## config.mk

```make
export PLATFORM = sky130hd
export DESIGN_NAME = addr_decode
export DESIGN_NICKNAME = d
export VERILOG_FILES = /design/src/mem_fabric_pkg.sv /design/src/addr_decode.sv
export SDC_FILE = /design/constraint.sdc
export NUM_CORES = 1
export LEC_CHECK = 0
export BUFFER_PORTS_ARGS = -buffer_cell sky130_fd_sc_hd__buf_2
export CAP_MARGIN = 0
export CORE_ASPECT_RATIO = 0.9
export CORE_MARGIN = 4
export CORE_UTILIZATION = 35
export DETAILED_ROUTE_END_ITERATION = 10
export PLACE_DENSITY = 0.71
export SYNTH_ARGS = -nofsm -noshare
export SYNTH_HDL_FRONTEND = slang
export SYNTH_SLANG_ARGS = --single-unit
```

## constraint.sdc

```tcl
create_clock -name clk_i -period 3.2 [get_ports clk_i]
set_input_delay 0.48 -clock clk_i [delete_from_list [all_inputs] [get_ports clk_i]]
set_output_delay 0.48 -clock clk_i [all_outputs]
set_load 0.005 [all_outputs]
```

## src/mem_fabric_pkg.sv

```systemverilog
// Shared definitions for the memory fabric
// Bus widths, address map, credit and FIFO sizes,
// boot ROM pattern, target enumeration and address union
`default_nettype none

package mem_fabric_pkg;

  // ----------------------------------------------------------------------
  // Bus widths
  // ----------------------------------------------------------------------
  localparam int unsigned AddrWidth = 32;
  localparam int unsigned DataWidth = 64;
  localparam int unsigned StrbWidth = DataWidth / 8;
  localparam int unsigned IdWidth   = 4;

  // ----------------------------------------------------------------------
  // Address map
  // ----------------------------------------------------------------------
  // Region tag is the upper half-word of the byte address
  localparam logic [15:0] RomBase  = 16'h0001;
  localparam logic [15:0] GpioBase = 16'h0002;
  localparam logic [15:0] SramBase = 16'h8000;

  localparam int unsigned RomWords    = 32;
  localparam int unsigned SramWords   = 512;
  localparam int unsigned RomIdxWidth = $clog2(RomWords);
  localparam int unsigned IndexWidth  = $clog2(SramWords);

  // ROM word k reads as this pattern plus k
  localparam logic [DataWidth-1:0] RomPattern = 64'hB007_C0DE_0000_0000;

  // ----------------------------------------------------------------------
  // Flow control
  // ----------------------------------------------------------------------
  localparam int unsigned ReqCredits  = 4;
  localparam int unsigned RspCredits  = 2;
  localparam int unsigned RspDepth    = 4;
  localparam int unsigned ReqPtrWidth = $clog2(ReqCredits);
  localparam int unsigned ReqCntWidth = $clog2(ReqCredits + 1);
  localparam int unsigned RspPtrWidth = $clog2(RspDepth);
  localparam int unsigned RspCntWidth = $clog2(RspDepth + 1);
  localparam int unsigned CreditWidth = $clog2(RspCredits + 1);

  // Decoded destination of a request
  typedef enum logic [1:0] {
    TgtRom,
    TgtSram,
    TgtErr
  } target_e;

  // Byte address, seen raw or as region tag plus offset
  typedef union packed {
    logic [AddrWidth-1:0] raw;
    struct packed {
      logic [15:0] tag;
      logic [12:0] word;
      logic [2:0]  lane;
    } region;
  } addr_u;

endpackage

`default_nettype wire

```

## src/addr_decode.sv

```systemverilog
// Address decode stage
// Classifies a request as ROM, SRAM or error and registers the result
`timescale 1ns/10ps
`default_nettype none

module addr_decode (
  input  wire                                   clk_i,
  input  wire                                   rst_ni,
  input  wire                                   in_valid_i,
  output logic                                  in_ready_o,
  input  wire                                   in_we_i,
  input  wire mem_fabric_pkg::addr_u            in_addr_i,
  input  wire [mem_fabric_pkg::DataWidth-1:0]   in_wdata_i,
  input  wire [mem_fabric_pkg::StrbWidth-1:0]   in_strb_i,
  input  wire [mem_fabric_pkg::IdWidth-1:0]     in_id_i,
  output logic                                  out_valid_o,
  input  wire                                   out_ready_i,
  output mem_fabric_pkg::target_e               out_target_o,
  output logic [mem_fabric_pkg::IndexWidth-1:0] out_index_o,
  output logic                                  out_we_o,
  output logic [mem_fabric_pkg::DataWidth-1:0]  out_wdata_o,
  output logic [mem_fabric_pkg::StrbWidth-1:0]  out_strb_o,
  output logic [mem_fabric_pkg::IdWidth-1:0]    out_id_o
);

  mem_fabric_pkg::target_e target_d;
  logic                    fire;

  assign in_ready_o = !out_valid_o || out_ready_i;
  assign fire       = in_valid_i && in_ready_o;

  // ----------------------------------------------------------------------
  // Region match and bounds check
  // ----------------------------------------------------------------------
  always_comb begin
    target_d = mem_fabric_pkg::TgtErr;
    case (in_addr_i.region.tag)
      mem_fabric_pkg::RomBase: begin
        // Read-only, writes turn into errors
        if (!in_we_i && (in_addr_i.region.word < mem_fabric_pkg::RomWords)) begin
          target_d = mem_fabric_pkg::TgtRom;
        end
      end
      mem_fabric_pkg::SramBase: begin
        if (in_addr_i.region.word < mem_fabric_pkg::SramWords) begin
          target_d = mem_fabric_pkg::TgtSram;
        end
      end
      // Unmapped regions and the reserved GPIO window
      default: target_d = mem_fabric_pkg::TgtErr;
    endcase
  end

  always_ff @(posedge clk_i or negedge rst_ni) begin
    if (!rst_ni) begin
      out_valid_o <= 1'b0;
    end else if (in_ready_o) begin
      out_valid_o <= in_valid_i;
    end
  end

  // Result travels with the request fields
  always_ff @(posedge clk_i) begin
    if (fire) begin
      out_target_o <= target_d;
      out_index_o  <= in_addr_i.region.word[mem_fabric_pkg::IndexWidth-1:0];
      out_we_o     <= in_we_i;
      out_wdata_o  <= in_wdata_i;
      out_strb_o   <= in_strb_i;
      out_id_o     <= in_id_i;
    end
  end

endmodule

`default_nettype wire

```

## Word-level counts from Yosys, hierarchy flattened

Index checks and enable logic that the tools add are counted.

| storage, ports and cells | value |
|---|---|
| register bits after elaboration | 89 |
| bits of input ports | 113 |
| word-level logic and storage cells | 19 |

| cells by class | value |
|---|---|
| magnitude comparators | 2 |
| equal/unequal tests | 2 |
| muxes and demuxes | 3 |
| reductions and logical operators | 5 |

Operators by type and width:

| kind | number |
|---|---|
| equality test 16 x 1 -> 1 bit (second input constant) | 1 |
| equality test 16 bit (second input constant) | 1 |
| less-than comparator 13 x 10 -> 1 bit (second input constant) | 1 |
| less-than comparator 13 x 6 -> 1 bit (second input constant) | 1 |
| two-way mux 2 bit | 2 |
| one-hot mux 2 bit (2 select lines) | 1 |
| logical AND 1 bit | 2 |
| logical NOT 1 bit | 2 |
| logical OR 1 bit | 1 |

## Logic depth before layout (Yosys ltp)

Gate-level depths: netlist (run 1).

| logic depth | value |
|---|---|
| word-level depth | 4 |
| gate-level depth with buffers | 3 |
| mapped depth without buffers | 3 |

## Worst setup path after synthesis (run 1)

OpenSTA, ideal clock, no wires.

| timing path | value |
|---|---|
| path type | input -> register |
| start point | input out_ready_i |
| end point | register out_id_o[0] (netlist name), enable pin |
| setup time | 0.457 ns |
| arrival time | 2.692 ns |
| path slack | 0.051 ns |
| stages | 2 |
| cell sequence | nand2b_1 and2_1 |

| between the ends | value |
|---|---|
| word-level cells in the longest chain between the ends | 2 |

RTL lines:

| item | line | text |
|---|---|---|
| start: declaration | addr_decode.sv:17 | `input wire out_ready_i,` |
| logical OR 1 bit | addr_decode.sv:29 | `assign in_ready_o = !out_valid_o \|\| out_ready_i;` |
| logical AND 1 bit | addr_decode.sv:30 | `assign fire = in_valid_i && in_ready_o;` |
| net fire | addr_decode.sv:27 | `logic fire;` |
| end signal: assignment | addr_decode.sv:70 | `out_id_o <= in_id_i;` |
| end: declaration | addr_decode.sv:23 | `output logic [mem_fabric_pkg::IdWidth-1:0] out_id_o` |

The timed path passes the listed nets, and every way through them passes these cells.
A chain may end at the register's enable or synchronous reset.

## Final worst setup path (run 1)

| timing path | value |
|---|---|
| start point | register out_valid_o |
| end point | output in_ready_o |

| between the ends | value |
|---|---|
| word-level cells in the longest chain between the ends | 2 |

RTL lines:

| item | line | text |
|---|---|---|
| start: declaration | addr_decode.sv:16 | `output logic out_valid_o,` |
| start signal: assignment | addr_decode.sv:58 | `out_valid_o <= in_valid_i;` |
| logical NOT 1 bit | addr_decode.sv:29 |  |
| logical OR 1 bit | addr_decode.sv:29 |  |
| end: declaration | addr_decode.sv:10 | `output logic in_ready_o,` |

Every way passes these cells.

==> results.toml, run 1 <==
[layout]
antenna_cells = 0
layout-drive-gt1-share = 0.677
n_fill_cell = 642
multiInputGateArea_um2 = 109
fin_nets = 430
syn_to_final_growth_pct = 47.8
seq_area_mm2 = 0.00267

[routing]
drc = 0
vias = 1796
dr.pass1.iters = 4
wl_mm = 6.90
postRouteAntennaNets = 0
drt_iter0_drc = 31
wl_per_cell_um = 16.5
via_per_inst = 4.30

[clock_tree]
cts_sinks = 89
cts_made_buffers = 9
cts_tree = "yes"
root_buffer = "clkbuf_8"
clockBufferDepth = 2
cts_hold_buffers = 1
clk_pin_slew_ps = 100
clock_latency_ps = 350
cts_setup_buffers = 0
ctsResizeCount = 0
cts_max_level = 3

[floorplanning]
start_util = 0.364
die_w_um = 102
rows = 30
die-area_mm2 = 0.00942
design.portCount = 203
coreArea_mm2 = 0.00762
die_y_um = 92.5

[power]
p_sw_uw = 496
pwr-share-clk = 0.309
irDropWorstVdd_uv = 300
p_int_uw = 1740
seqPwrFrac = 0.612
switching_share = 0.222
power_density_mw_per_mm2 = 546
combPwrFrac = 0.079
p_leak_uw = 0.00175

[timing]
rsz0062_at_grt = "false"
setup_viol_count_final = 0
finClkSkew_ps = 11.9
hold_slack_ps = 294
fin_ws_ps = 1750
slew_headroom = 0.674
tightest_slew_ps = 489
slew_violations = 0
final_hold_viol_count = 0
layout_min_cycle_time_ps = 1450
period_share = 0.453
max_clock_freq_ghz = 0.691
fin_setup_tns_ps = 0

[global_route]
grt_usage = 0.144
grt.overflow.total = 0
antenna_found_initial = 1
grt_first_pass_wirelength_mm = 9.87
grt_pass1_vias = 1961
grt_max_degree = 89

[synthesis]
seq_area_frac_synth = 0.962
ys_seq_elements = 89
mappedNetlistNets = 218
synth_cells = 105
ys_top_cells_by_area = "edfxtp_1 95%, dfrtp_1 0.90%, nor4_2 0.90%"
syn_area_per_cell_um2 = 26.4
yosys_warnings = 0
netlist_area_mm2 = 0.00277
synth_area_leader_cell = "edfxtp_1"
synth.distinct_cells = 12
netlist.area_leader.share = 0.953

[setup_path]
reg2regPathDepth = 3
reg2reg_to = "out_wdata_o[9]$_DFFE_PP_"
timing.rr.start = "out_valid_o$_DFFE_PN0N_"
cp-end-kind = "output pin"
critPathLaunchType = "register"
critical_path_class = "register to output pin"
worstSetupEndpoint = "in_ready_o"
cp_max_fo = 3
arrival_ps = 970
rrSetupSlack_ps = 1760
cp.required_ps = 2720
startpoint = "out_valid_o$_DFFE_PN0N_"

[min_path]
hp-class = "input port to register"

[flow_run]
cap_violations = 0

[placed_design]
io_buffers = 199
gp_congestion = 0.779
hpwl_mm = 5.47
dp_worst_setup_slack_ps = 1590

[status]
status = "complete, no violations"
-- cells in the final DEF (no fill, tap or decap), drive strengths merged --
master,n
edfxtp,88
and2,1
inv,3
nor3,1
nand3,1
dlygate4sd3,1
nand2,2
buf,200
nor2,1
a211o,1
clkinv,2
nor4,5
nand2b,3
clkbuf,10
clkinvlp,1
nor3b,1
dfrtp,1
-- Yosys cell counts --
library cell	n
nor4_1	3
nand2_1	2
nand2b_1	3
nor4_2	2
nor3b_1	1
dfrtp_1	1
nor3_1	1
nand3_1	1
edfxtp_1	88
and2_1	1
nor2_1	1
a211o_1	1
-- layer usage --
metal	GRT usage	up-vias	part of all wire
li1	-	845	-
met1	0.121	826	0.29
met2	0.269	112	0.55
met3	0.0971	11	0.14
met4	0.0415	2	0.015
met5	0	-	0.0010
-- stage by stage --
stage	power [µW]	instance area [µm²]	util	instances
floorplan	1440	2770	-	105
global placement	1570	3910	0.513	401
detailed placement	1580	3910	0.513	401
CTS	2270	4100	0.538	418
global route	2340	4100	0.538	418
finish	2240	4100	0.538	418
-- power groups by stage --
| stage | Clock, µW | Sequential [µW] | Combinational, µW |
|---|---|---|---|
| after floorplan | 0 | 1410 | 24.9 |
| after global placement | 0 | 1390 | 176 |
| after detailed placement | 0 | 1400 | 181 |
| after CTS | 719 | 1370 | 182 |
| after global routing | 775 | 1380 | 193 |
| final | 691 | 1370 | 176 |
-- sequential cells by signal, summed over array words and instances (netlist names) --
name,count
out_id_o,4
out_index_o,9
out_strb_o,8
out_target_o,2
out_valid_o,1
out_wdata_o,64
out_we_o,1
-- layout make-up --
| class | instances | share of cell area |
|---|---|---|
| sequential | 89 | 0.651 |
| timing repair buffer | 201 | 0.250 |
| clock buffer | 10 | 0.0311 |
| tap | 96 | 0.0293 |
| multi-input combinational | 16 | 0.0265 |
| clock inverter | 6 | 0.0122 |
-- worst min path at each step --
stage	start	end	slack (ps)	depth (start not counted)
finish	in_wdata_i[42]	out_wdata_o[42]$_DFFE_PP_	290	1
global route	in_wdata_i[1]	out_wdata_o[1]$_DFFE_PP_	250	1
CTS	in_wdata_i[1]	out_wdata_o[1]$_DFFE_PP_	270	1
detailed placement	rst_ni	out_valid_o$_DFFE_PN0N_	260	1
global placement	rst_ni	out_valid_o$_DFFE_PN0N_	250	1
floorplan	rst_ni	out_valid_o$_DFFE_PN0N_	180	0
-- cell families after synthesis --
kind of cell     Yosys count  synth area share
flip-flops                89             0.962
AO/OA/AOI/OAI              1           0.00316
AND/OR/NAND/NOR           15            0.0352
-- worst max-delay path, stage by stage, from the launching register on --
cell      delay (ps)
dfrtp_1          380
nand2b_1         110
buf_2            130
No activity file was read; power rests on OpenSTA's default activity.
==> run 2, diff against run 1 <==
- clock period: 3.2 -> 1.5 ns (I/O delays scaled with it)
==> results.toml, run 2 (same netlist as run 1, synthesis figures left out) <==
[status]
status = "complete, no violations"

[routing]
dr.pass1.iters = 6
via_per_inst = 4.48
vias = 1954
wl_per_cell_um = 17.4
drt_iter0_drc = 38
wl_mm = 7.58
postRouteAntennaNets = 0
drc = 0

[clock_tree]
root_buffer = "clkbuf_8"
cts_sinks = 89
clockBufferDepth = 2
clock_latency_ps = 370
ctsResizeCount = 0
cts_tree = "yes"
clk_pin_slew_ps = 100
cts_made_buffers = 9
cts_max_level = 3

[timing]
period_share = 0.915
rsz0062_at_grt = "false"
slew_violations = 0
finClkSkew_ps = 16.8
layout_min_cycle_time_ps = 1370
fin_ws_ps = 127
slew_headroom = 0.829
tightest_slew_ps = 253
max_clock_freq_ghz = 0.728
setup_viol_count_final = 0
final_hold_viol_count = 0

[layout]
final_util = 0.567
mostFrequentLayoutCells = "199 x buf_2, 88 x edfxtp_1, 16 x dlygate4sd3_1"
syn_to_final_growth_pct = 55.8
layout-drive-gt1-share = 0.653
largest_reg_flops = 64
final_common_cell = "buf_2"
regMostFlops = "out_wdata_o"
antenna_cells = 0
fin_nets = 448
top_regs = "out_wdata_o x64, out_index_o x9, out_strb_o x8"
n_fill_cell = 624

[setup_path]
cp-end-kind = "register"
reg2regPathDepth = 3
reg2reg_to = "out_wdata_o[36]$_DFFE_PP_"
cp_max_fo = 35
cp.required_ps = 1560
timing.rr.start = "out_valid_o$_DFFE_PN0N_"
critical_path_class = "register to register"
rrSetupSlack_ps = 130
arrival_ps = 1430
critPathLaunchType = "register"

[global_route]
antenna_found_initial = 0
grt_max_degree = 36
grt.overflow.total = 0
grt_first_pass_wirelength_mm = 10.3
grt_usage = 0.153
grt_pass1_vias = 1962

[placed_design]
io_buffers = 199
hpwl_mm = 5.66
dp_worst_setup_slack_ps = 206
gp_congestion = 0.733

[floorplanning]
rows = 30
die-area_mm2 = 0.00942
die_y_um = 92.5
coreArea_mm2 = 0.00762
start_util = 0.364
die_w_um = 102
design.portCount = 203

[flow_run]
cap_violations = 0

[power]
irDropWorstVdd_uv = 762
p_int_uw = 3940
combPwrFrac = 0.084
power_density_mw_per_mm2 = 1180
seqPwrFrac = 0.576
p_leak_uw = 0.00185
p_sw_uw = 1140
pwr-share-clk = 0.340
switching_share = 0.224

[min_path]
hp-start = "in_addr_i[7]"
holdPathEnd = "out_index_o[4]$_DFFE_PP_"
holdPathStages = 1
hp-class = "input port to register"
-- run 2: changes by cell type in the layout (fill, tap and decap cells not counted), sizes merged --
cell,before,now
dlygate4sd3,1,16
clkinv,2,1
inv,3,5
clkinvlp,1,0
bufinv,0,1
clkbuf,10,9
buf,200,203
-- run 2: cell type report --
type / instances / area, µm² / share of cell area
clock buffer: 9 / 124 / 0.0287
clock inverter: 7 / 90.1 / 0.0208
multi-input combinational: 16 / 109 / 0.0252
sequential: 89 / 2670 / 0.617
tap: 96 / 120 / 0.0278
timing repair buffer: 219 / 1210 / 0.280
-- run 2: what timing repair did --
item,4_1_cts,5_1_grt
hold endpoints to repair,1,15
setup buffers,0,0
hold buffers,1,15
-- run 2: layer usage --
layer  global-route usage  part of all wire
met5                    0                 0
met4               0.0645             0.031
met3               0.0753              0.11
met2                0.279              0.57
met1                0.142              0.30
-- run 2: worst max-delay path, stage by stage (launching register included) --
cell	delay, ps
dfrtp_1	400
nand2b_1	140
and2_4	270
buf_12	240
-- run 2: worst max path at each step --
stage	startpoint	cells past startpoint	end	slack (ps)
3_5_place_dp	out_valid_o$_DFFE_PN0N_	3	out_wdata_o[16]$_DFFE_PP_	210
5_1_grt	out_valid_o$_DFFE_PN0N_	3	out_wdata_o[47]$_DFFE_PP_	50
6_report	out_valid_o$_DFFE_PN0N_	3	out_wdata_o[36]$_DFFE_PP_	130
4_1_cts	out_valid_o$_DFFE_PN0N_	3	out_wdata_o[37]$_DFFE_PP_	180
2_1_floorplan	out_valid_o$_DFFE_PN0N_	2	out_id_o[0]$_DFFE_PP_	-100
3_3_place_gp	out_valid_o$_DFFE_PN0N_	3	out_wdata_o[49]$_DFFE_PP_	210
-- run 2: power by group through the flow --
| stage | Sequential, µW | Combinational [µW] | Clock [µW] |
|---|---|---|---|
| finish | 2920 | 427 | 1730 |
| global route | 2940 | 464 | 1910 |
| CTS | 2920 | 401 | 1780 |
| detailed placement | 2980 | 399 | 0 |
| global placement | 2980 | 389 | 0 |
| floorplan | 3000 | 55.2 | 0 |
-- run 2: per-stage QoR --
stage / total power (µW) / TNS [ps] / area [µm²] / hold WS [ps] / std cells
2_1_floorplan: 3060 / -8610 / 2780 / -70.6 / 105
3_3_place_gp: 3360 / 0 / 3950 / -0.254 / 404
3_5_place_dp: 3380 / 0 / 3950 / 3.76 / 404
4_1_cts: 5110 / 0 / 4170 / 5.56 / 421
5_1_grt: 5310 / 0 / 4320 / -9.26 / 436
6_report: 5080 / 0 / 4320 / 22.1 / 436
