$ cat config.mk
export PLATFORM = sky130hd
export DESIGN_NAME = rsp_sender
export DESIGN_NICKNAME = d
export VERILOG_FILES = /design/src/mem_fabric_pkg.sv /design/src/rsp_sender.sv
export SDC_FILE = /design/constraint.sdc
export NUM_CORES = 1
export LEC_CHECK = 0
export BUFFER_PORTS_ARGS = -buffer_cell sky130_fd_sc_hd__buf_2
export CAP_MARGIN = 20
export CELL_PAD_IN_SITES_DETAIL_PLACEMENT = 1
export CELL_PAD_IN_SITES_GLOBAL_PLACEMENT = 1
export CORE_MARGIN = 8
export CORE_UTILIZATION = 25
export DETAILED_ROUTE_END_ITERATION = 16
export PLACE_DENSITY_LB_ADDON = 0.25
export RECOVER_POWER = 100
export SLEW_MARGIN = 20
export SYNTH_ARGS = -nofsm -noshare
export SYNTH_HDL_FRONTEND = slang
export SYNTH_SLANG_ARGS = --single-unit
$ cat constraint.sdc
create_clock -name clk_i -period 3.2 [get_ports clk_i]
set_clock_uncertainty 0.2 [all_clocks]
set_input_delay 0.32 -clock clk_i [delete_from_list [all_inputs] [get_ports clk_i]]
set_output_delay 0.32 -clock clk_i [all_outputs]
set_load 0.01 [all_outputs]
$ cat src/mem_fabric_pkg.sv
// Shared definitions for the memory fabric
// Bus widths, address map, credit and FIFO sizes,
// boot ROM pattern, target enumeration and address union
`default_nettype none

package mem_fabric_pkg;

  // ----------------------------------------------------------------------
  // Bus widths
  // ----------------------------------------------------------------------
  localparam int unsigned AddrWidth = 32;
  localparam int unsigned DataWidth = 64;
  localparam int unsigned StrbWidth = DataWidth / 8;
  localparam int unsigned IdWidth   = 4;

  // ----------------------------------------------------------------------
  // Address map
  // ----------------------------------------------------------------------
  // Region tag is the upper half-word of the byte address
  localparam logic [15:0] RomBase  = 16'h0001;
  localparam logic [15:0] GpioBase = 16'h0002;
  localparam logic [15:0] SramBase = 16'h8000;

  localparam int unsigned RomWords    = 32;
  localparam int unsigned SramWords   = 512;
  localparam int unsigned RomIdxWidth = $clog2(RomWords);
  localparam int unsigned IndexWidth  = $clog2(SramWords);

  // ROM word k reads as this pattern plus k
  localparam logic [DataWidth-1:0] RomPattern = 64'hB007_C0DE_0000_0000;

  // ----------------------------------------------------------------------
  // Flow control
  // ----------------------------------------------------------------------
  localparam int unsigned ReqCredits  = 4;
  localparam int unsigned RspCredits  = 2;
  localparam int unsigned RspDepth    = 4;
  localparam int unsigned ReqPtrWidth = $clog2(ReqCredits);
  localparam int unsigned ReqCntWidth = $clog2(ReqCredits + 1);
  localparam int unsigned RspPtrWidth = $clog2(RspDepth);
  localparam int unsigned RspCntWidth = $clog2(RspDepth + 1);
  localparam int unsigned CreditWidth = $clog2(RspCredits + 1);

  // Decoded destination of a request
  typedef enum logic [1:0] {
    TgtRom,
    TgtSram,
    TgtErr
  } target_e;

  // Byte address, seen raw or as region tag plus offset
  typedef union packed {
    logic [AddrWidth-1:0] raw;
    struct packed {
      logic [15:0] tag;
      logic [12:0] word;
      logic [2:0]  lane;
    } region;
  } addr_u;

endpackage

`default_nettype wire

$ cat src/rsp_sender.sv
// Response FIFO and response credit counter
// Sends one response per cycle while credits remain
`timescale 1ns/10ps
`default_nettype none

module rsp_sender (
  input  wire                                  clk_i,
  input  wire                                  rst_ni,
  input  wire                                  in_valid_i,
  output logic                                 in_ready_o,
  input  wire [mem_fabric_pkg::IdWidth-1:0]    in_id_i,
  input  wire [mem_fabric_pkg::DataWidth-1:0]  in_rdata_i,
  input  wire                                  in_err_i,
  input  wire                                  rsp_credit_i,
  output logic                                 rsp_valid_o,
  output logic [mem_fabric_pkg::IdWidth-1:0]   rsp_id_o,
  output logic [mem_fabric_pkg::DataWidth-1:0] rsp_rdata_o,
  output logic                                 rsp_err_o
);

  logic [mem_fabric_pkg::IdWidth-1:0]   id_mem    [mem_fabric_pkg::RspDepth];
  logic [mem_fabric_pkg::DataWidth-1:0] rdata_mem [mem_fabric_pkg::RspDepth];
  logic                                 err_mem   [mem_fabric_pkg::RspDepth];

  logic [mem_fabric_pkg::RspPtrWidth-1:0] wr_ptr_q;
  logic [mem_fabric_pkg::RspPtrWidth-1:0] rd_ptr_q;
  logic [mem_fabric_pkg::RspCntWidth-1:0] count_q;
  logic [mem_fabric_pkg::CreditWidth-1:0] credit_q;
  logic                                   push;
  logic                                   send;

  assign in_ready_o = (count_q != mem_fabric_pkg::RspDepth[mem_fabric_pkg::RspCntWidth-1:0]);
  assign push       = in_valid_i && in_ready_o;
  assign send       = (count_q != '0) && (credit_q != '0);

  assign rsp_valid_o = send;
  assign rsp_id_o    = id_mem[rd_ptr_q];
  assign rsp_rdata_o = rdata_mem[rd_ptr_q];
  assign rsp_err_o   = err_mem[rd_ptr_q];

  // ----------------------------------------------------------------------
  // FIFO control and credit counter
  // ----------------------------------------------------------------------
  always_ff @(posedge clk_i or negedge rst_ni) begin
    if (!rst_ni) begin
      wr_ptr_q <= '0;
      rd_ptr_q <= '0;
      count_q  <= '0;
      credit_q <= mem_fabric_pkg::RspCredits[mem_fabric_pkg::CreditWidth-1:0];
    end else begin
      if (push) begin
        wr_ptr_q <= wr_ptr_q + 1'b1;
      end
      if (send) begin
        rd_ptr_q <= rd_ptr_q + 1'b1;
      end
      if (push && !send) begin
        count_q <= count_q + 1'b1;
      end else if (send && !push) begin
        count_q <= count_q - 1'b1;
      end
      // One credit spent per send, one back per pulse
      if (send && !rsp_credit_i) begin
        credit_q <= credit_q - 1'b1;
      end else if (rsp_credit_i && !send) begin
        credit_q <= credit_q + 1'b1;
      end
    end
  end

  always_ff @(posedge clk_i) begin
    if (push) begin
      id_mem[wr_ptr_q]    <= in_id_i;
      rdata_mem[wr_ptr_q] <= in_rdata_i;
      err_mem[wr_ptr_q]   <= in_err_i;
    end
  end

endmodule

`default_nettype wire

==> Word-level counts from Yosys, hierarchy flattened <==
Memories as Yosys holds them, arrays and structs flattened.
Cells that the tools add are included.
{ "word_totals": {"latch_bits": 0, "mem_bits_rw": 276, "regBits": 9, "memories": 3, "romBits": 0, "inputBits": 73} }
{ "op_classes": {"n_addsub": 6, "div": 0, "shifts": 0, "reduce_logical": 13, "mux": 6, "n_bitwise": 0, "magnitude_cmp": 0, "eq_ne": 1, "mul": 0} }
{ "memory_table": {"columns": ["memory", "words", "width", "read_ports", "rd_clocked_by_memory_dff", "wr", "line_no", "rtl"], "rows": [
  ["rdata_mem", 4, 64, 1, 0, 1, "rsp_sender.sv:22", "logic [mem_fabric_pkg::DataWidth-1:0] rdata_mem [mem_fabric_pkg::RspDepth];"],
  ["id_mem", 4, 4, 1, 0, 1, "rsp_sender.sv:21", "logic [mem_fabric_pkg::IdWidth-1:0] id_mem [mem_fabric_pkg::RspDepth];"],
  ["err_mem", 4, 1, 1, 0, 1, "rsp_sender.sv:23", "logic err_mem [mem_fabric_pkg::RspDepth];"]
]} }
{ "op_table": {"columns": ["operator", "n"], "rows": [
  ["adder 2 x 1 -> 2 bit, second input constant", 3],
  ["logical AND 1 bit", 6],
  ["two-way mux 3 bit", 2],
  ["nonzero test 2 bit", 3],
  ["two-way mux 2 bit", 2],
  ["adder 3 x 1 -> 3 bit, second input constant", 1],
  ["zero test 1 bit", 3],
  ["inequality test 3 bit, second input constant", 1],
  ["nonzero test 3 bit", 1],
  ["subtractor 3 x 1 -> 3 bit, second input constant", 1],
  ["two-way mux 1 bit", 2],
  ["subtractor 2 x 1 -> 2 bit, second input constant", 1]
]} }

==> Logic depth before layout (Yosys ltp) <==
Gate-level depths: netlist of run 1.
{ "depth": {"word_depth": 6, "depth_mapped": 8, "ltp_nobuf": 8} }

==> Worst setup path before layout of run 1 <==
Ideal clock, no wire load.
{ "synth_path": {"path_type": "reg-to-reg", "startpoint": "register count_q[0] in the netlist's numbering", "endpoint": "memory err_mem[2], enable pin", "arrival_time_ns": 2.415, "period_less_slack_ns": 3.049, "path_slack_ns": 0.151, "path_buffers": 0, "path_stages_with_launch": 4, "cell_sequence": "dfrtp_1 -> nor2_1 -> a21boi_2 -> and2_1"} }
{ "synth_via": {"elab_chain_cells": 4} }
{ "synth_lines": {"columns": ["item", "line_no", "rtl"], "rows": [
  ["start: declaration", "rsp_sender.sv:27", "logic [mem_fabric_pkg::RspCntWidth-1:0] count_q;"],
  ["start signal: assignment", "rsp_sender.sv:58", "count_q <= count_q + 1'b1;"],
  ["start signal: assignment", "rsp_sender.sv:60", "count_q <= count_q - 1'b1;"],
  ["inequality test 3 bit", "rsp_sender.sv:32", "assign in_ready_o = (count_q != mem_fabric_pkg::RspDepth[mem_fabric_pkg::RspCntWidth-1:0]);"],
  ["logical AND 1 bit", "rsp_sender.sv:33", "assign push = in_valid_i && in_ready_o;"],
  ["via push", "rsp_sender.sv:29", "logic push;"],
  ["two-way mux 1 bit", "rsp_sender.sv:72", "if (push) begin"],
  ["two-way mux 1 bit (not written as such)", "rsp_sender.sv:75", "err_mem[wr_ptr_q] <= in_err_i;"],
  ["end: declaration", "rsp_sender.sv:23", null]
]} }
The timed path passes the listed nets, and every way through them passes these cells.

==> Worst setup path after layout of run 1 <==
{ "layout_path": {"startpoint": "register rd_ptr_q[1] in the netlist's numbering", "endpoint": "output port rsp_rdata_o[21] in the netlist's numbering"} }
{ "layout_via": {"elab_chain_cells": 1} }
{ "layout_lines": {"columns": ["item", "line_no", "rtl"], "rows": [
  ["start: declaration", "rsp_sender.sv:26", "logic [mem_fabric_pkg::RspPtrWidth-1:0] rd_ptr_q;"],
  ["start signal: assignment", "rsp_sender.sv:55", "rd_ptr_q <= rd_ptr_q + 1'b1;"],
  ["memory read (4 x 64 bit)", null, null],
  ["end: declaration", "rsp_sender.sv:17", "output logic [mem_fabric_pkg::DataWidth-1:0] rsp_rdata_o,"]
]} }
Every way passes these cells.

==> results.toml, run 1 <==
[global_route]
grt_max_degree = 70
grt_overflow = 0
grt_pass1_wl_um = 36100
antenna_found_initial = 3
grt_usage = 0.0965
first_global_vias = 5896

[sta]
layout_min_cycle_time_ns = 2.91
fin_ws_ns = 0.291
tightest_slew_ns = 1.24
tns_ns = 0
relSlewSlack = 0.174
grt_setup_unrepaired = "false"
holdWs_ns = 0.0530
max_freq_mhz = 344
hold_viol = 0
finalMaxSlewViolations = 0
report.final.setup_viol = 0
min_period_over_period = 0.909

[setup_path]
critPathKind = "flop to output port"
cp-start-kind = "flop"
r2r-end = "rdata_mem[1][47]"
max_stage_delay_ns = 0.71
r2r_slack_ns = 0.44
cp_max_fo = 25
crit-reg2reg-launch = "count_q[0]"
worst-path-buf-inv = 2
crit_family = "buffers and inverters"
crit_chain = "clkbuf_2 -> mux4_2 -> clkbuf_1"
cp-end-kind = "output port"
reg2reg_depth = 4
crit_arrival_ns = 2.39
critPathSlowestCell = "clkbuf_2"
crit_required_ns = 2.68

[die]
core-area_mm2 = 0.0418
std_cell_rows = 75
start_util = 0.253
pin_count = 144
dieHeight_um = 221
die_w_um = 221
die_area_mm2 = 0.0490

[placed_design]
dp_cells = 1080
port-buffer-count = 143
dp_hpwl_um = 13900
gp_congestion = 0.651
pre_cts_ws_ns = 0.854

[clock_network]
insertion_delay_ns = 0.52
cts_made_buffers = 34
path_clk_slew_ns = 0.05
htreeDepth = 2
tritoncts = "built"
cts_buffer_depth = 3
root_buffer = "clkbuf_16"
cts_sinks = 285

[min_path]
min_from = "rsp_credit_i"
hold_end = "credit_q[0]"
hold_path_class = "primary input to flop"
worstHoldPathCells = 4

[synth]
synth_cell_types = 20
synth_cells = 404
syn-num-nets = 484
avgSynthCellArea_um2 = 26.1
yosysWarningCount = 0
yosysSeqAreaShare = 0.807
synth_edf_count = 276
synth-seq-cells = 285
async_flop_share = 0.0316
synth_area_mm2 = 0.0105
synth_ff_type = "edfxtp_1"

[route]
dr.first_iter.drc_count = 234
firstDrtPassIters = 4
routedWlPerCell_um = 19.2
drcViolationCount = 0
viasPerCell = 4.16
vias = 5038
ant_nets = 0
routed_wl_um = 23300

[final_layout]
area_growth_syn_to_layout_pct = 28.1
layout-drive-gt1-share = 0.212
final_cells = 1210
final_common_cell = "edfxtp_1"
layout.nets = 728
layout_common_cells = "276 x edfxtp_1, 138 x clkbuf_1, 71 x dlygate4sd3_1, 68 x mux4_2, 37 x clkbuf_16"

[pwr]
power_mw = 12.5
ir_worst_vdd_mv = 0.503
leakagePower_nw = 4.31
p_per_area_mw_per_mm2 = 926

[run]
drv_cap = 0

[run_status]
status = "completed"
## cell families (layout without fill, tap and decap cells)
group | count (synthesis) | after routing | synth area share
compound gates | 2 | 2 | 0.00261
xor+xnor | 9 | 9 | 0.00747
fa+ha+maj | 7 | 7 | 0.00901
buf+inv | 21 | 286 | 0.0198
flops | 285 | 285 | 0.807
mux | 71 | 71 | 0.150
other cells | 0 | 2 | 0
simple gates | 9 | 9 | 0.00415
## worst register-to-register path, stage by stage (launching register included)
cell	delay [ns]
dfrtp_1	0.44
nor2_1	0.10
a21boi_2	0.35
and2_4	0.41
buf_2	0.81
## area by class of cell
class                   count  area, um^2
repair buffers            224        1350
clock inverters            18         184
flip-flops and latches    285        8520
multi-input cells          98        1820
fillers                  4171       28200
well taps                 539         674
inverters                   5        18.8
diodes                      2        5.00
clock buffers              39         933
## repair_timing
action / CTS / global route
endpoints found under the hold margin: 285 / 0
gates resized for setup: 0 / 0
hold buffers: 71 / 0
setup buffers: 0 / 0
## layer usage
layer,vias to the layer above,part of all wire,global-route usage
met2,126,0.51,0.169
met1,2655,0.41,0.111
met4,2,0.027,0.0387
met5,-,0.00056,0
li1,2210,-,-
met3,45,0.050,0.0265
## flip-flops by register name, indices dropped and copies added, names as in the netlist
register	flops
wr_ptr_q	2
rdata_mem	256
err_mem	4
id_mem	16
rd_ptr_q	2
credit_q	2
count_q	3
## metrics by stage
| stage | area (um^2) | utilization |
|---|---|---|
| 2_1_floorplan | 10500 | - |
| 3_3_place_gp | 11900 | 0.286 |
| 3_5_place_dp | 11900 | 0.286 |
| 4_1_cts | 13800 | 0.329 |
| 5_1_grt | 13500 | 0.324 |
| 6_report | 13500 | 0.324 |
## synthesized netlist by cell type (all sizes together) (2+ instances only)
cell type | n | area share
dfrtp | 8 | 0.019
and2 | 4 | 0.0024
ha | 6 | 0.0071
nand2 | 2 | 0.00071
mux2 | 2 | 0.0021
xor2 | 3 | 0.0025
mux4 | 69 | 0.15
edfxtp | 276 | 0.79
xnor2 | 6 | 0.0050
nor2 | 3 | 0.0011
buf | 15 | 0.018
inv | 5 | 0.0018
## power breakdown
part	internal, mW	switching (mW)
Clock	2.39	1.43
Combinational	1.48	1.94
Sequential	4.98	0.291
Total	8.85	3.66
## worst max path at each step
stage | start | endpoint | slack (ns) | cells past startpoint
finish | rd_ptr_q[1] | rsp_rdata_o[21] | 0.29 | 3
floorplan | count_q[0] | err_mem[2] | 0.15 | 3
global placement | rd_ptr_q[0] | rsp_rdata_o[34] | 0.84 | 3
CTS | rd_ptr_q[0] | rsp_rdata_o[39] | 0.28 | 3
global route | rd_ptr_q[0] | rsp_rdata_o[47] | 0.14 | 3
detailed placement | count_q[0] | count_q[2] | 0.85 | 8
No activity file was read; power rests on OpenSTA's default activity.
==> run 2: changes to the inputs <==
--- a/config.mk
+++ b/config.mk
@@ -5,6 +5,7 @@
 export SDC_FILE = /design/constraint.sdc
 export NUM_CORES = 1
 export LEC_CHECK = 0
+export ABC_AREA = 1
 export BUFFER_PORTS_ARGS = -buffer_cell sky130_fd_sc_hd__buf_2
 export CAP_MARGIN = 20
 export CELL_PAD_IN_SITES_DETAIL_PLACEMENT = 1
==> run 2 against run 1 <==
  * Combinational power up 38%
  * Die area is 12% higher
  * Sequential share of layout area down 5.9 points
  * Register-to-register slack improved by 0.04 ns
  * Count of clock-buffer cells in the layout rose by 5
  * Routed wire length grew 25%
  * Hold slack better by 0.050 ns
  * Total power is 9.4% higher
==> results.toml, run 2 <==
[synth]
synth_top_cell_by_area = "edfxtp_1"
syn-num-nets = 961
avgSynthCellArea_um2 = 13.5
synth_cell_types = 20
yosys.area.top_type_share = 0.697
synth_area_mm2 = 0.0119
synth_ff_type = "edfxtp_1"
synth-seq-cells = 285
synth_edf_count = 276
yosysMostFrequentCell = "edfxtp_1"
yosysWarningCount = 0
yosysSeqAreaShare = 0.716
synth_cells = 881
synth_area_leaders = "edfxtp_1 70%, nand2_1 7.3%, o211ai_2 6.5%"
ys_top_cells_by_count = "276 x edfxtp_1, 230 x nand2_1, 123 x inv_1"
async_flop_share = 0.0316

[clock_network]
cts_made_buffers = 35
root_buffer = "clkbuf_16"
path_clk_slew_ns = 0.05
post-cts-setup-buffers = 0
cts_sinks = 285
cts_buffer_depth = 3
tritoncts = "built"
htreeDepth = 2
insertion_delay_ns = 0.53

[global_route]
grt_max_degree = 72
antenna_found_initial = 1
grt_usage = 0.107
first_global_vias = 7562
grt_overflow = 0
grt_pass1_wl_um = 44500

[final_layout]
area_growth_syn_to_layout_pct = 25.3
layout_common_cells = "276 x edfxtp_1, 230 x nand2_1, 133 x clkbuf_1, 124 x inv_1, 84 x o211ai_1"
layout-drive-gt1-share = 0.152
final_common_cell = "edfxtp_1"
antenna_cells = 0
largest_register_ffs = 256
final_cells = 1743
regMostFlops = "rdata_mem"
fill_cells = 5161
post-route-util = 0.315
reg_top3 = "rdata_mem (256), id_mem (16), err_mem (4)"
layout.nets = 1186
fin_area_mm2 = 0.0149

[die]
core-area_mm2 = 0.0473
std_cell_rows = 80
die_area_mm2 = 0.0548
pin_count = 144
start_util = 0.251
die_w_um = 234
dieHeight_um = 234

[route]
viasPerCell = 4.14
vias = 7223
routedWlPerCell_um = 16.7
routed_wl_um = 29200
ant_nets = 0
drcViolationCount = 0
dr.first_iter.drc_count = 344
firstDrtPassIters = 4

[pwr]
p_sw_mw = 4.95
pwr-share-comb = 0.344
power_mw = 13.7
p_per_area_mw_per_mm2 = 918
netSwitchingFraction = 0.362
leakagePower_nw = 5.63
seqPwrFrac = 0.377
power_frac_clock = 0.279
p_int_mw = 8.73
ir_worst_vdd_mv = 0.468

[sta]
report.final.setup_viol = 0
min_period_over_period = 0.883
max_freq_mhz = 354
grt_setup_unrepaired = "false"
hold_viol = 0
layout_min_cycle_time_ns = 2.83
tightest_slew_ns = 1.28
relSlewSlack = 0.147
finalMaxSlewViolations = 0

[setup_path]
crit_arrival_ns = 2.31
cp_max_fo = 26
reg2reg_depth = 5
cp-start-kind = "flop"
crit_required_ns = 2.68
critPathKind = "flop to output port"
cp-end-kind = "output port"

[placed_design]
dp_hpwl_um = 17500
gp_congestion = 0.664
dp_cells = 1611
dpl_cell_area_mm2 = 0.0133
port-buffer-count = 143

[run_status]
status = "completed"

[min_path]
hold_path_class = "primary input to asynchronous set/reset pin"

[run]
drv_cap = 0
[run 2: cell count changes after synthesis, moves of 7 or more]
cell / change
inv_2: +35
clkbuf_1: +7
nand2_1: +228
mux4_2: -68
buf_12: -7
buf_6: +24
inv_1: +118
nand3_1: +8
o211ai_1: +76
o211ai_2: +62
[run 2: final timing paths]
| kind | slack (ns) | to | start |
|---|---|---|---|
| worst max-delay path | 0.37 | rsp_rdata_o[19] | rd_ptr_q[1] |
| worst min-delay path | 0.10 | credit_q[1] | rst_ni |
| worst max register to register | 0.48 | rdata_mem[0][29] | count_q[0] |
| worst min register to register | 0.27 | credit_q[1] | credit_q[1] |
| max in group asynchronous | 1.81 | rd_ptr_q[1] | rst_ni |
| min in group clk_i | 0.27 | credit_q[1] | credit_q[1] |
[run 2: repair_timing]
item | 4_1_cts | 5_1_grt
resized for setup | 0 | 0
hold endpoints to repair | 288 | 0
setup endpoints to repair | 0 | 0
hold buffers | 73 | 0
[run 2: cells by family after synthesis]
family / after synthesis / synth area share
compound gates: 139 / 0.114
xor+xnor: 2 / 0.00147
fa+ha+maj: 7 / 0.00800
buf+inv: 204 / 0.0821
flops: 285 / 0.716
simple gates: 244 / 0.0783
[run 2: critical path, cell delays in order (launching register included)]
cell and delay [ns]:
dfrtp_4 0.49, clkinv_2 0.34, clkbuf_4 0.47, o211ai_1 0.15, nand2_1 0.11, clkbuf_1 0.19
[run 2: metal layers]
metal / part of all wire / global-route usage / wire [um]
met1: 0.43 / 0.127 / 12500
met2: 0.51 / 0.187 / 14700
met3: 0.041 / 0.0230 / 1200
met4: 0.023 / 0.0397 / 660
met5: 0.00038 / 0 / 11
[run 2: per-stage QoR]
stage | setup WS, ns | setup TNS (ns) | hold slack [ns]
after floorplan | -0.0996 | -27.50 | -0.176
after global placement | 0.929 | 0 | -0.00333
after detailed placement | 0.929 | 0 | -0.00672
after CTS | 0.400 | 0 | 0.0263
after global routing | 0.157 | 0 | 0.0973
final | 0.373 | 0 | 0.103
[run 2: cell type report]
class,count,area (um^2),share of cell area
Clock buffer,44,931,0.0625
Multi-Input combinational cell,392,2360,0.159
Timing Repair Buffer,233,1550,0.104
Sequential cell,285,8520,0.572
Inverter,159,606,0.0406
Clock inverter,15,166,0.0112
Tap cell,615,769,0.0517
[run 2: power groups by stage]
stage          clock, mW  combinational, mW  sequential (mW)
4_1_cts             3.99               5.19             5.16
5_1_grt             4.11               5.30             5.23
3_5_place_dp           0               5.10             5.23
6_report            3.82               4.70             5.16
2_1_floorplan          0               3.29             5.21
3_3_place_gp           0               5.05             5.21
==> run 3: changes to the inputs <==
--- a/config.mk
+++ b/config.mk
@@ -10,6 +10,7 @@
 export CAP_MARGIN = 20
 export CELL_PAD_IN_SITES_DETAIL_PLACEMENT = 1
 export CELL_PAD_IN_SITES_GLOBAL_PLACEMENT = 1
+export CORE_ASPECT_RATIO = 1.4
 export CORE_MARGIN = 8
 export CORE_UTILIZATION = 25
 export DETAILED_ROUTE_END_ITERATION = 16
==> constraint.sdc (replaced) <==
create_clock -name clk_i -period 3.1 [get_ports clk_i]
set_clock_uncertainty 0.2 [all_clocks]
set_input_delay 0.31 -clock clk_i [delete_from_list [all_inputs] [get_ports clk_i]]
set_output_delay 0.31 -clock clk_i [all_outputs]
set_load 0.01 [all_outputs]
==> run 3 against run 2 <==
  * Via count down 0.44%
  * Global-route usage down 0.16 points
  * Cell count increased by 0.46%
  * Register-to-register slack got worse by 0.06 ns
  * Die area is 0.18% higher
  * Combinational power increased by 4%
  * Count of clock-buffer cells in the layout fell by 8
  * Worst setup slack lost 0.061 ns
==> results.toml, run 3 (same netlist as run 2, synthesis figures left out) <==
[placed_design]
gp_congestion = 0.687
port-buffer-count = 143
dp_hpwl_um = 17800
dpl_cell_area_mm2 = 0.0133
dp_cells = 1621

[clock_network]
post_cts_resized = 0
cts_sinks = 285
postCtsHoldBufs = 74
tritoncts = "built"
cts_made_buffers = 31
path_clk_slew_ns = 0.06
cts_buffer_depth = 3
root_buffer = "clkbuf_16"
post-cts-setup-buffers = 0
insertion_delay_ns = 0.55
htreeDepth = 1

[route]
routedWlPerCell_um = 16.7
vias = 7191
viasPerCell = 4.11
routed_wl_um = 29300
ant_nets = 0
routed-wl-met3_um = 1050
firstDrtPassIters = 4
drcViolationCount = 0
met2_length_um = 15300
dr.first_iter.drc_count = 210
highest-signal-layer = "met4"
routedLengthMet1_um = 12300

[pwr]
p_sw_mw = 5.03
seqPwrFrac = 0.394
power_frac_clock = 0.247
p_int_mw = 8.54
ir_worst_vdd_mv = 0.563
pwr-share-comb = 0.360
p_per_area_mw_per_mm2 = 923
power_mw = 13.6
netSwitchingFraction = 0.371
leakagePower_nw = 5.54

[sta]
tightest_slew_ns = 1.26
max_freq_mhz = 359
min_period_over_period = 0.900
finalMaxSlewViolations = 0
hold_viol = 0
layout_min_cycle_time_ns = 2.79
relSlewSlack = 0.161
grt_setup_unrepaired = "false"
tns_ns = 0
report.final.setup_viol = 0

[setup_path]
crit_required_ns = 2.59
r2r_slack_ns = 0.42
endpoint = "rsp_rdata_o[57]"
cp-start-kind = "flop"
crit_chain = "inv_2 -> clkbuf_2 -> o211ai_1 -> nand2_1 -> buf_2"
critPathSlowestCell = "dfrtp_4"
crit-reg2reg-launch = "count_q[0]"
reg2reg_depth = 5
critPathKind = "flop to output port"
cp_max_fo = 20
max_stage_delay_ns = 0.49
crit_arrival_ns = 2.28
startpoint = "rd_ptr_q[1]"
r2r-end = "rdata_mem[2][17]"
cp-end-kind = "output port"

[global_route]
grt_overflow = 0
antenna_found_initial = 1
first_global_vias = 7799
grt_max_degree = 86
grt_pass1_wl_um = 45700
grt_usage = 0.105

[final_layout]
layout_common_cells = "276 x edfxtp_1, 230 x nand2_1, 129 x clkbuf_1, 124 x inv_1, 82 x o211ai_1"
layout.nets = 1184
final_cells = 1751
reg_top3 = "rdata_mem (256), id_mem (16), err_mem (4)"
final_common_cell = "edfxtp_1"
post-route-util = 0.313
area_growth_syn_to_layout_pct = 23.7
fin_area_mm2 = 0.0147
regMostFlops = "rdata_mem"
layout-drive-gt1-share = 0.149
largest_register_ffs = 256

[die]
core-area_mm2 = 0.0469
pin_count = 144
std_cell_rows = 94
die_w_um = 200
start_util = 0.253
die_area_mm2 = 0.0549
dieHeight_um = 274

[run_status]
status = "completed"

[min_path]
hold_path_class = "flop to flop"

[run]
drv_cap = 0
-- run 3: how the worst min path moves through the flow --
stage	cells after the start	to	slack, ns	from
floorplan	0	count_q[0]	-0.19	rst_ni
global placement	1	count_q[2]	-0.02	rst_ni
detailed placement	1	count_q[2]	-0.02	rst_ni
CTS	2	rdata_mem[2][14]	0.26	in_rdata_i[14]
global route	2	credit_q[1]	0.30	credit_q[1]
finish	2	credit_q[1]	0.27	credit_q[1]
-- run 3: power by group through the flow --
stage	Combinational, mW	Sequential (mW)	Clock [mW]
2_1_floorplan	3.40	5.38	0
3_3_place_gp	5.23	5.38	0
3_5_place_dp	5.30	5.40	0
4_1_cts	5.39	5.33	3.48
5_1_grt	5.53	5.41	3.61
6_report	4.88	5.34	3.35
-- run 3: critical path, delay by kind of cell (launching register included) --
family / cells / cell delay [ns]
compound gates: 1 / 0.16
buf+inv: 3 / 0.93
flops: 1 / 0.49
simple gates: 1 / 0.15
-- run 3: layout make-up --
type                    instances  area (um^2)
fillers                      5101        32200
flip-flops and latches        285         8520
multi-input cells             392         2390
repair buffers                235         1510
clock buffers                  36          795
well taps                     624          781
inverters                     159          604
clock inverters                19          105
diodes                          1         2.50
-- run 3: metrics by stage --
stage	setup slack, ns	hold WS [ns]
2_1_floorplan	-0.200	-0.186
3_3_place_gp	0.860	-0.0201
3_5_place_dp	0.804	-0.0199
4_1_cts	0.321	0.264
5_1_grt	0.130	0.298
6_report	0.311	0.267
-- run 3: per-layer routing --
| metal | global-route usage | vias up |
|---|---|---|
| met3 | 0.0188 | 36 |
| li1 | - | 3503 |
| met5 | 0 | - |
| met2 | 0.195 | 108 |
| met1 | 0.122 | 3544 |
| met4 | 0.0312 | 0 |
